### src/source/lsu_pkg.sv
package lsu_pkg;

	// access sizes with the RV32 load/store funct3 codes
	typedef enum logic [2:0] {
		LSU_B  = 3'b000, // sign extended byte
		LSU_H  = 3'b001, // sign extended halfword
		LSU_W  = 3'b010, // word
		LSU_BU = 3'b100, // zero extended byte
		LSU_HU = 3'b101  // zero extended halfword
	} lsu_size_t;

	// width of one bank entry
	localparam int BYTE_W = 8;

	// codes 011, 110 and 111 are unused
	// stores only act on LSU_B, LSU_H and LSU_W

endpackage
### src/source/load_merge.sv
module load_merge import lsu_pkg::*; #(
	parameter int ADDR_W = 10
) (
	input  logic               i_clk,
	input  logic               i_rst_n,

	input  logic               i_addr_lsb,
	input  lsu_size_t          i_size,

	input  logic [BYTE_W-1:0]  i_q_even_1,
	input  logic [BYTE_W-1:0]  i_q_even_2,
	input  logic [BYTE_W-1:0]  i_q_odd_1,
	input  logic [BYTE_W-1:0]  i_q_odd_2,

	output logic [31:0]        o_ld_data
);

	localparam int EXT_B = 32 - BYTE_W;
	localparam int EXT_H = 32 - 2*BYTE_W;

	logic      lsb_q;  // parity of the address read last cycle
	lsu_size_t size_q;

	logic [BYTE_W-1:0] b0;
	logic [BYTE_W-1:0] b1;
	logic [BYTE_W-1:0] b2;
	logic [BYTE_W-1:0] b3;

	// control follows the bank read by one cycle
	always_ff @(posedge i_clk or negedge i_rst_n) begin
		if (!i_rst_n) begin
			lsb_q  <= 1'b0;
			size_q <= LSU_W;
		end else begin
			lsb_q  <= i_addr_lsb;
			size_q <= i_size;
		end
	end

	// undo the decoder's routing
	always_comb begin
		if (!lsb_q) begin
			b0 = i_q_even_1;
			b1 = i_q_odd_1;
			b2 = i_q_even_2;
			b3 = i_q_odd_2;
		end else begin
			b0 = i_q_odd_1;
			b1 = i_q_even_1;
			b2 = i_q_odd_2;
			b3 = i_q_even_2;
		end
	end

	always_comb begin
		case (size_q)
			LSU_B:   o_ld_data = {{EXT_B{b0[BYTE_W-1]}}, b0};
			LSU_H:   o_ld_data = {{EXT_H{b1[BYTE_W-1]}}, b1, b0};
			LSU_W:   o_ld_data = {b3, b2, b1, b0};
			LSU_BU:  o_ld_data = {{EXT_B{1'b0}}, b0};
			LSU_HU:  o_ld_data = {{EXT_H{1'b0}}, b1, b0};
			default: o_ld_data = '0;
		endcase
	end

	// four distinct bytes need at least two entries per bank
	initial begin
		assert (ADDR_W >= 1)
			else $fatal(1, "load_merge: ADDR_W %0d too small for word access", ADDR_W);
	end

	a_size_legal: assert property (
		@(posedge i_clk) disable iff (!i_rst_n)
		size_q inside {LSU_B, LSU_H, LSU_W, LSU_BU, LSU_HU}
	) else $error("load_merge: registered size %b is not a load code", size_q);

endmodule

### config.mk
export PLATFORM = sky130hd
export DESIGN_NAME = load_merge
export DESIGN_NICKNAME = d
export VERILOG_FILES = /design/src/source/lsu_pkg.sv /design/src/source/load_merge.sv
export SDC_FILE = /design/constraint.sdc
export NUM_CORES = 1
export LEC_CHECK = 0
export ABC_AREA = 1
export BUFFER_PORTS_ARGS = -buffer_cell sky130_fd_sc_hd__buf_2
export CAP_MARGIN = 25
export CORE_MARGIN = 3
export CORE_UTILIZATION = 43
export CTS_BUF_LIST = sky130_fd_sc_hd__clkbuf_2
export CTS_CLUSTER_SIZE = 16
export DETAILED_ROUTE_END_ITERATION = 16
export PLACE_DENSITY = 0.88
export SLEW_MARGIN = 0
export SYNTH_ARGS = -nofsm -noshare
export SYNTH_HDL_FRONTEND = slang
export SYNTH_SLANG_ARGS = --single-unit
### constraint.sdc
create_clock -name i_clk -period 2 [get_ports i_clk]
set_clock_uncertainty 0.15 [all_clocks]
set_input_delay 0.2 -clock i_clk [delete_from_list [all_inputs] [get_ports i_clk]]
set_output_delay 0.2 -clock i_clk [all_outputs]
set_load 0.01 [all_outputs]
-- After elaboration in Yosys (flattened, before gate mapping)
Index checks and enable logic that the tools add are counted.
- memory bits (writable): 0
- output and inout bits: 32
- memory bits (read-only): 0
- flip-flop bits (word level): 4
- memories kept: 0
- bits in latches: 0
- eq/ne operators: 4
- magnitude comparators: 0
- add/subtract/negate cells: 0
- bitwise operators: 0
- muxes and demuxes: 5
- multiply operators: 0
- reduce and logical (&&, ||, !) cells: 1
- div/mod/pow operators: 0
- shift operators: 0
- operators with widths (cell ; number):
    $pmux W32 S5 ; 1
    $mux W8 ; 4
    $eq A3 B3 Y1 const B ; 2
    $eq A3 B1 Y1 const B ; 1
    $eq A3 B2 Y1 const B ; 1
    $logic_not A3 Y1 ; 1

-- Longest topological paths before layout
- word-level depth: 2
- mapped depth: 8

-- Worst setup path after synthesis
Ideal clock, no wire load.
- kind: reg-to-output
- start: register size_q[1]
- end: output port o_ld_data[18]
- cell stages (with the launch flop): 6
- slack: 0.541 ns
- buffers on the path: 1
- arrival: 1.109 ns
- data required time: 1.650 ns
- cell sequence: dfstp_2 > nand2_1 > nor2_4 > buf_2 > nand2_1 > nand3_1
- word-level cells in the longest chain between the ends: 2
- ends and longest elaborated chain (item ; line ; RTL):
    from (decl) ; load_merge.sv:22 ; lsu_size_t size_q;
    from (signal assigned) ; load_merge.sv:36 ; size_q <= i_size;
    $eq A3 B3 Y1, or another cell as far along ; load_merge.sv:56 ; case (size_q)
    $pmux W32 S5 (*) ; load_merge.sv:56 ;
    to (decl) ; load_merge.sv:15 ; output logic [31:0] o_ld_data
Mark *: on every way between the ends. The rest lies on a longest branch, timed or not.

-- Worst setup path in the final report
- start: register size_q[2]
- end: output port o_ld_data[30]
The elaborated chain is that of the path after synthesis.

==> flow_summary.json <==
{
  "htreeDepth": 1,
  "seq_area_frac_synth": 0.1204,
  "initial_core_util": 0.4723,
  "max_stage_delay_ps": 430,
  "ir_drop_mv": 0.3280,
  "clock.fmax_mhz": 545.0,
  "drc": 0,
  "clk_pin_slew_worst_paths_ps": 60,
  "nets": 284,
  "rows": 15,
  "gp_congestion": 0.7488,
  "max_slew.worst_pin.slew_ps": 358.9,
  "period_minus_slack_ps": 1835,
  "slew_headroom": 0.7589,
  "synth_cell_types": 15,
  "rsz0062_at_grt": "false",
  "die_area_sq_mm": 0.002525,
  "die_h_um": 50.25,
  "cts_buffers": 3,
  "syn_area_per_cell_sq_um": 4.839,
  "syn_nets": 212,
  "crit_start": "size_q[2]",
  "clock-sinks": 4,
  "status": "finished, final reports clean",
  "grt_max_degree": 29,
  "drive_gt1_frac": 0.3347,
  "die_w_um": 50.25,
  "crit_type": "register to output port",
  "final_area_sq_mm": 0.001236,
  "viasPerCell": 4.696,
  "required_ps": 1650,
  "port_buffers": 69,
  "antenna_found_initial": 0,
  "grt_overflow_total": 0,
  "via_count": 1268,
  "yosysMostFrequentCell": "nand2_1",
  "cts_tree": "yes",
  "grt_pass1_vias": 1037,
  "critPathLaunchType": "register",
  "synth.top_cells.by_count": "nand2_1, nor2_1, nand3_1, inv_1, o21ai_0",
  "path_max_fanout": 24,
  "yosys-top-cells-area": "nand2_1, nor2_1, nand3_1",
  "synth_ff_type": "dfrtp_1",
  "root_buffer": "clkbuf_2",
  "worst_hold_path_type": "input port to asynchronous set/reset pin",
  "synth_enable_flop_cells": 0,
  "route.detailed.wl_per_inst_um": 9.537,
  "grt_pass1_wl_um": 4133,
  "synthArstFlopShare": 1.000,
  "diodes": 0,
  "finalCoreUtilization": 0.6933,
  "hold_violations": 0,
  "route.final.wire_length_um": 2575,
  "hold_slack_ps": 162.4,
  "crit_chain": "nor3_1 > nand2_4 > nand3_1 > buf_2",
  "syn2layout_area_growth_pct": 46.81,
  "core_region_area_sq_mm": 0.001783,
  "hpwl_um": 1964,
  "syn_area_sq_um": 842.1,
  "maxCapViolCount": 0,
  "ant_nets": 0,
  "synth_top_area_frac": 0.4279,
  "yosys.area.top_type": "nand2_1",
  "power_density_mw_per_mm2": 351.7,
  "place_area_sq_mm": 0.001157,
  "setup-violations-final": 0,
  "n_fill_cell": 174,
  "ys_warn_count": 0,
  "slowest_stage": "dfrtp_1",
  "ioPinCount": 70,
  "slew_violations": 0,
  "drt-pass1-iter-count": 4,
  "clockBufferDepth": 2,
  "track_usage": 0.2035,
  "synth_seq_cells": 4,
  "fin_setup_tns_ps": 0,
  "endpoint": "o_ld_data[30]",
  "fin_crit_sh": 0.9174,
  "syn-instance-count": 174,
  "first_iter_violations": 27,
  "end_kind": "output port",
  "cp.arrival_ps": 1480,
  "leakagePower_uw": 0.0008733
}
-- how the worst min path moves through the flow --
stage                     cells past startpoint     from   endpoint  slack, ps
after detailed placement                      1  i_rst_n  size_q[0]       -140
final                                         2  i_rst_n  size_q[2]        160
after floorplan                               0  i_rst_n      lsb_q       -250
after global placement                        1  i_rst_n  size_q[0]       -150
after global routing                          2  i_rst_n      lsb_q        160
after CTS                                     2  i_rst_n  size_q[2]        150
-- stage by stage --
| stage | total power, uW | std cells | setup slack, ps |
|---|---|---|---|
| 3_5_place_dp | 336.6 | 261 | 328.1 |
| 5_1_grt | 486.4 | 270 | 41.02 |
| 6_report | 434.8 | 270 | 165.2 |
| 3_3_place_gp | 333.9 | 261 | 380.8 |
| 2_1_floorplan | 239.2 | 174 | 541.2 |
| 4_1_cts | 436.4 | 270 | 73.04 |
-- metal layers --
layer,global-route usage,vias to the layer above,part of all wire
li1,-,678,-
met1,0.2338,523,0.40
met2,0.3652,65,0.49
met3,0.04154,2,0.10
met4,0.07373,0,0.0074
met5,0,-,0
-- flip-flops by register name, summed over array words and instances, names as in the netlist --
signal / cells
size_q: 3
lsb_q: 1
-- power breakdown --
group	switching [uW]	internal, uW	leakage, uW	total, uW
Clock	37.5	52.8	0.0000166	90.2
Sequential	6.32	86.2	0.0000455	92.5
Combinational	140	112	0.000811	252
-- cell families (layout without fill, tap and decap cells) --
family,count (synthesis),after routing,synth area share
buffers and inverters,19,90,0.1471
AND/OR/NAND/NOR,140,140,0.6672
flip-flops,4,4,0.1204
AO/OA/AOI/OAI,11,11,0.06538
-- placed cells by master (no fill, tap or decap) --
| master | n |
|---|---|
| nor2_4 | 1 |
| a21oi_1 | 5 |
| nor2_1 | 22 |
| dfrtp_1 | 3 |
| o21ai_0 | 6 |
| buf_6 | 1 |
| nand2_2 | 1 |
| nor3_1 | 3 |
| dfstp_2 | 1 |
| inv_4 | 1 |
| dlygate4sd3_1 | 5 |
| buf_4 | 3 |
| nand2_4 | 1 |
| nand3_1 | 16 |
| nand2_1 | 96 |
| buf_2 | 69 |
| inv_1 | 7 |
| clkbuf_2 | 4 |
-- final cells by class --
| class | count | area (sq um) | area share |
|---|---|---|---|
| clock buffer | 4 | 20.02 | 0.01619 |
| inverter | 8 | 32.53 | 0.02632 |
| multi-input combinational | 151 | 621.8 | 0.5030 |
| sequential | 4 | 101.3 | 0.08198 |
| tap | 25 | 31.28 | 0.02530 |
| timing repair buffer | 78 | 429.2 | 0.3472 |
-- worst max-delay path, delay by kind of cell, from the launching register on --
kind	cells	cell delay, ps
buffers and inverters	1	140
flip-flops	1	430
AND/OR/NAND/NOR	3	690
-- timing repair --
action | CTS | global route
gates resized for setup | 0 | 2
hold endpoints to repair | 8 | 0
buffers inserted | 0 | 0
hold buffers | 5 | 0
endpoints found under the setup margin | 0 | 17
(Power assumes the default switching activity.)
