--- config.mk ---
export PLATFORM = sky130hd
export DESIGN_NAME = decode_lsu
export DESIGN_NICKNAME = d
export VERILOG_FILES = /design/src/source/lsu_pkg.sv /design/src/source/decode_lsu.sv
export SDC_FILE = /design/constraint.sdc
export NUM_CORES = 1
export LEC_CHECK = 0
export BUFFER_PORTS_ARGS = -buffer_cell sky130_fd_sc_hd__buf_2
export CAP_MARGIN = 5
export CORE_ASPECT_RATIO = 1.5
export CORE_MARGIN = 10
export CORE_UTILIZATION = 34
export DETAILED_ROUTE_END_ITERATION = 10
export PLACE_DENSITY = 0.95
export SYNTH_ARGS = -nofsm -noshare
export SYNTH_HDL_FRONTEND = slang
export SYNTH_SLANG_ARGS = --single-unit
--- constraint.sdc ---
create_clock -name vclk -period 4.3
set_input_delay 0.215 -clock vclk [all_inputs]
set_output_delay 0.215 -clock vclk [all_outputs]
set_load 0.03 [all_outputs]
--- src/source/lsu_pkg.sv ---
package lsu_pkg;

	// access sizes with the RV32 load/store funct3 codes
	typedef enum logic [2:0] {
		LSU_B  = 3'b000, // sign extended byte
		LSU_H  = 3'b001, // sign extended halfword
		LSU_W  = 3'b010, // word
		LSU_BU = 3'b100, // zero extended byte
		LSU_HU = 3'b101  // zero extended halfword
	} lsu_size_t;

	// width of one bank entry
	localparam int BYTE_W = 8;

	// codes 011, 110 and 111 are unused
	// stores only act on LSU_B, LSU_H and LSU_W

endpackage
--- src/source/decode_lsu.sv ---
module decode_lsu import lsu_pkg::*; #(
	parameter int ADDR_W = 10
) (
	input  logic [31:0]        i_addr,
	input  lsu_size_t          i_size,
	input  logic               i_wren,
	input  logic [31:0]        i_st_data,

	output logic [ADDR_W-1:0]  o_addr_even_1,
	output logic [ADDR_W-1:0]  o_addr_even_2,
	output logic [ADDR_W-1:0]  o_addr_odd_1,
	output logic [ADDR_W-1:0]  o_addr_odd_2,

	output logic [BYTE_W-1:0]  o_data_even_1,
	output logic [BYTE_W-1:0]  o_data_even_2,
	output logic [BYTE_W-1:0]  o_data_odd_1,
	output logic [BYTE_W-1:0]  o_data_odd_2,

	output logic               o_we_even_1,
	output logic               o_we_even_2,
	output logic               o_we_odd_1,
	output logic               o_we_odd_2
);

	logic [ADDR_W:0]   byte_addr;      // low bits of the byte address
	logic [ADDR_W:0]   byte_addr_p1;
	logic [ADDR_W-1:0] idx_even_1;
	logic [ADDR_W-1:0] idx_odd_1;
	logic [ADDR_W-1:0] idx_even_2;
	logic [ADDR_W-1:0] idx_odd_2;

	// which byte of the access each port carries
	logic [1:0] bnum_even_1;
	logic [1:0] bnum_even_2;
	logic [1:0] bnum_odd_1;
	logic [1:0] bnum_odd_2;

	logic [2:0] n_bytes;           // bytes written by this store

	assign byte_addr    = i_addr[ADDR_W:0];
	assign byte_addr_p1 = byte_addr + 1'b1; // wraps at the memory size

	// first even byte at or above a, first odd byte at or above a
	assign idx_even_1 = byte_addr_p1[ADDR_W:1];
	assign idx_odd_1  = byte_addr[ADDR_W:1];

	// second entry in each bank wraps modulo 2^ADDR_W
	assign idx_even_2 = idx_even_1 + 1'b1;
	assign idx_odd_2  = idx_odd_1 + 1'b1;

	assign o_addr_even_1 = idx_even_1;
	assign o_addr_even_2 = idx_even_2;
	assign o_addr_odd_1  = idx_odd_1;
	assign o_addr_odd_2  = idx_odd_2;

	// even a gives even1=0 odd1=1 even2=2 odd2=3
	// odd a gives odd1=0 even1=1 odd2=2 even2=3
	assign bnum_even_1 = {1'b0, byte_addr[0]};
	assign bnum_odd_1  = {1'b0, ~byte_addr[0]};
	assign bnum_even_2 = {1'b1, byte_addr[0]};
	assign bnum_odd_2  = {1'b1, ~byte_addr[0]};

	always_comb begin
		case (i_size)
			LSU_B:   n_bytes = 3'd1;
			LSU_H:   n_bytes = 3'd2;
			LSU_W:   n_bytes = 3'd4;
			default: n_bytes = 3'd0; // unsigned codes store nothing
		endcase
	end

	function automatic logic [BYTE_W-1:0] pick_byte(
		input logic [31:0] data,
		input logic [1:0]  bnum
	);
		logic [BYTE_W-1:0] b;
		b = data[bnum*BYTE_W +: BYTE_W];
		return b;
	endfunction

	function automatic logic port_we(
		input logic       wren,
		input logic [1:0] bnum,
		input logic [2:0] cnt
	);
		logic we;
		we = wren && ({1'b0, bnum} < cnt);
		return we;
	endfunction

	assign o_data_even_1 = pick_byte(i_st_data, bnum_even_1);
	assign o_data_even_2 = pick_byte(i_st_data, bnum_even_2);
	assign o_data_odd_1  = pick_byte(i_st_data, bnum_odd_1);
	assign o_data_odd_2  = pick_byte(i_st_data, bnum_odd_2);

	assign o_we_even_1 = port_we(i_wren, bnum_even_1, n_bytes);
	assign o_we_even_2 = port_we(i_wren, bnum_even_2, n_bytes);
	assign o_we_odd_1  = port_we(i_wren, bnum_odd_1, n_bytes);
	assign o_we_odd_2  = port_we(i_wren, bnum_odd_2, n_bytes);

	// the four ports carry bytes 0 to 3 once each
	// so the enables count the store size, and none without i_wren
	always_comb begin
		assert ($countones({o_we_even_1, o_we_even_2, o_we_odd_1, o_we_odd_2})
			== (i_wren ? n_bytes : 3'd0))
			else $error("decode_lsu: bank write enables do not match the store size");
	end

endmodule

* Word-level counts from Yosys, hierarchy flattened *
Cells that the tools add are included.
W data, S select, Z words.

word-level totals
  register bits after elaboration = 0
  logic and storage cells = 20
  input port bits = 68
  output and inout port bits = 76

operators by class
  $lt $le $gt $ge = 4
  add/sub/neg operators = 3
  reductions and logical operators = 5
  equality and inequality tests = 2
  shifts and indexed selects = 4
  bitwise operators = 1
  mux-type cells = 1

operator list
  cell                     count
  $shiftx A32 B5 Y8        2
  $shiftx A32 B6 Y8        2
  $add A10 B1 Y10 const B  2
  $add A11 B1 Y11 const B  1
  $pmux W3 S3              1
  $lt A1 B3 Y1             2
  $lt A2 B3 Y1             2
  $logic_and A1 B1 Y1      4
  $eq A3 B1 Y1 const B     1
  $eq A3 B2 Y1 const B     1
  $logic_not A3 Y1         1
  $not A1 Y1               1

* Logic depth before layout (Yosys ltp) *
  word-level depth = 4
  gate-level depth with buffers = 7
  gate-level depth less buffers = 6

* Worst setup path after synthesis *
No wires, ideal clock.

  path type = input -> output
  start point = in i_addr[0]
  end point = out o_addr_even_2[9]
  arrival = 2.263 ns
  cell stages on the path = 6
  path buffers = 0
  required time = 4.085 ns
  path slack = 1.822 ns
  path through = ha_1 > xor2_1 > nand2_1 > nor4b_2 > nand3_1 > xnor2_1

between the ends
  longest elaborated chain between the ends = 2

RTL lines
  what                  RTL line          RTL
  from (decl)           decode_lsu.sv:4   input logic [31:0] i_addr,
  $add A11 B1 Y11       decode_lsu.sv:41  assign byte_addr_p1 = byte_addr + 1'b1;
  net o_addr_even_1[1]  decode_lsu.sv:9   output logic [ADDR_W-1:0] o_addr_even_1,
  $add A10 B1 Y10       decode_lsu.sv:48  assign idx_even_2 = idx_even_1 + 1'b1;
  to (decl)             decode_lsu.sv:10  output logic [ADDR_W-1:0] o_addr_even_2,

The timed path passes the listed nets, and every way through them passes these cells.

* Final worst setup path *
  start point = in i_addr[0]
  end point = out o_addr_even_2[7]

between the ends
  longest elaborated chain between the ends = 2

RTL lines
  what             RTL line
  $add A11 B1 Y11  decode_lsu.sv:41
  $add A10 B1 Y10  decode_lsu.sv:48

No other way between the ends.

==> key figures <==
Detailed routing
  • Vias per cell: 4.764
  • ANT nets after route: 0
  • Final WL: 4.017 mm
  • DRC Markers: 0
  • Vias: 1291
  • Initial DRC count: 20
  • Avg WL per Cell: 14.82 microns
  • Drt first pass iters: 4

Floorplan
  • Io pins: 144
  • Die width: 64.33 microns
  • Num rows: 24
  • Total core area: 2883 sq um
  • Starting Density: 0.3477
  • Die ar.: 5564 sq um
  • Die extent in y: 86.50 microns

Power
  • Leakage power: 0.0008217 uW
  • Pwr/cell area: 174.8 nW/um^2
  • Max IR drop VDD: 0.1022 mV

Layout
  • Share of cells above drive strength 1: 0.6940
  • Finished Layout Cells: 271
  • # nets final: 305
  • CLK BUF: 0
  • Antenna fix cells: 0
  • Seq_cells: 0
  • Synth-to-Final Area Change: 55.93%
  • Register Area: 0 sq um

Setup path
  • Crit Path Category: in2out
  • CP delay by family, top: buffers and inverters
  • Worst Setup SP: i_addr[0]
  • Crit-path slowest cell: buf_2
  • Worst-path fanout max: 38
  • Setup crit end kind: output port
  • Arr. time, crit path: 2.49 ns
  • CP Launch Type: input port
  • CP Data Required Time: 4.09 ns
  • Slowest cell delay on critical path: 0.57 ns
  • Critical path, cell by cell: buf_2, ha_1, nand3_1, xor2_1, nor4b_2, nand3_1, xnor2_1, buf_2
  • Crit path buffers/inverters: 2

STA
  • Slew headroom: 0.5021
  • Fin. max-slew vios: 0
  • Final setup violation count: 0
  • Setup TNS: 0 ns
  • Post-layout minimum cycle time: 2.709 ns
  • Worst Tran Pin Value: 0.7468 ns
  • Fin crit share: 0.6299
  • Max Clock Freq: 369.2 MHz
  • RSZ-0062 raised after global routing: false
  • Hold Vio Cnt, Final: 0

Synth
  • Adder-cell area share of the yosys netlist: 0.03745
  • Syn Std Cell Area: 1002 sq um
  • Most numerous cell in the Yosys netlist: mux2_2
  • Net Count, Synth: 196
  • Area contributors post-synth: mux2_2 (36%), xnor2_1 (10%), xor2_1 (8.7%)
  • Syn_area_per_cell: 8.018 sq um
  • Top cells by count, synth: mux2_2 (32), xnor2_1 (12), buf_4 (11)
  • XOR/XNOR share of the synthesized area: 0.2085
  • YS warnings: 0
  • Mapped Cells: 125
  • Post-synthesis mux area share: 0.3596
  • Distinct cells, synth: 27
  • Synth top area share: 0.3596
  • Main combinational cell family by area after synthesis: multiplexers
  • Synth Area in Simple Gates: 0.2272
  • Synth Area in Compound Gates: 0.04494
  • Seq/Total Area, Yosys: 0
  • Yosys top cell by area: mux2_2

GRT
  • Global-route wire length before repair: 6.065 mm
  • Total congestion overflow: 0
  • Vias in the first global route: 1423
  • Largest net degree at the start of global routing: 39
  • Initial antenna violation count: 0
  • Tot GR Track Use: 0.1237

Placed design
  • Gpl congestion: 0.7867
  • DP Cell Count: 271
  • Post-detail-place hpwl: 3.621 mm
  • Number of I/O port buffers: 123

Status
  • Outcome: completed

Min path
  • HP Class: in2out
  • Hold Path End: o_addr_odd_1[7]
  • Hold Startpoint: i_addr[8]
  • Hold path depth: 2

Job
  • Max Cap Violations: 0

Clock network
  • Post-CTS Setup Inserts: 0
  • Hold buffers post-CTS: 0
  • Post-CTS Resized: 0
-- power breakdown --
| group | total, uW | switching (uW) | internal, uW |
|---|---|---|---|
| Combinational | 273 | 183 | 90.1 |
| Clock | 0 | 0 | 0 |
| Sequential | 0 | 0 | 0 |
-- stage by stage --
| step | instance area [sq um] | power, uW | utilization | setup slack [ns] | hold WS, ns |
|---|---|---|---|---|---|
| 5_1_grt | 1563 | 290.6 | 0.5421 | 1.350 | 0.7271 |
| 3_5_place_dp | 1563 | 275.5 | 0.5421 | 1.582 | 0.7191 |
| 2_1_floorplan | 1002 | 194.1 | - | 1.822 | 0.5398 |
| 3_3_place_gp | 1563 | 271.0 | 0.5421 | 1.629 | 0.7193 |
| 6_report | 1563 | 273.2 | 0.5421 | 1.591 | 0.7183 |
| 4_1_cts | 1563 | 276.2 | 0.5421 | 1.572 | 0.7194 |
-- cells in the final DEF (no fill, tap or decap), drive strengths merged, types with 3 or more instances in the layout --
master  synthesis  final
buf            16    123
xnor2          13     13
xor2           10     10
ha              3      3
nand2          10     10
nor2            7      7
mux2           32     32
nand3          11     11
inv             5      5
-- cells by family (layout without fill, tap and decap cells) --
family	after synthesis	in the layout
adders and majority gates	3	3
xor gates and xnor gates	23	23
AOI/OAI and AO/OA	5	5
and+or+nand+nor	41	41
buffers and inverters	21	128
muxes	32	32
-- area by class of cell --
type	count	area [sq um]
fillers	274	1320
multi-input cells	104	879.6
repair buffers	123	615.6
well taps	39	48.80
inverters	5	18.77
-- worst max-delay path by stage --
| stage | endpoint | slack, ns | cells after the start |
|---|---|---|---|
| 6_report | o_addr_even_2[7] | 1.59 | 8 |
| 5_1_grt | o_addr_even_2[9] | 1.35 | 8 |
| 4_1_cts | o_addr_even_2[7] | 1.57 | 8 |
| 3_5_place_dp | o_addr_even_2[7] | 1.58 | 8 |
| 3_3_place_gp | o_addr_even_2[7] | 1.63 | 8 |
| 2_1_floorplan | o_addr_even_2[9] | 1.82 | 6 |
-- routing by layer --
| layer | share of wire | GRT usage | wire (microns) |
|---|---|---|---|
| met1 | 0.32 | 0.09715 | 1284 |
| met2 | 0.48 | 0.2365 | 1932 |
| met3 | 0.20 | 0.1072 | 800 |
| met4 | 0 | 0 | 0 |
| met5 | 0 | 0 | 0 |
Power figures use the tool's default switching activity.
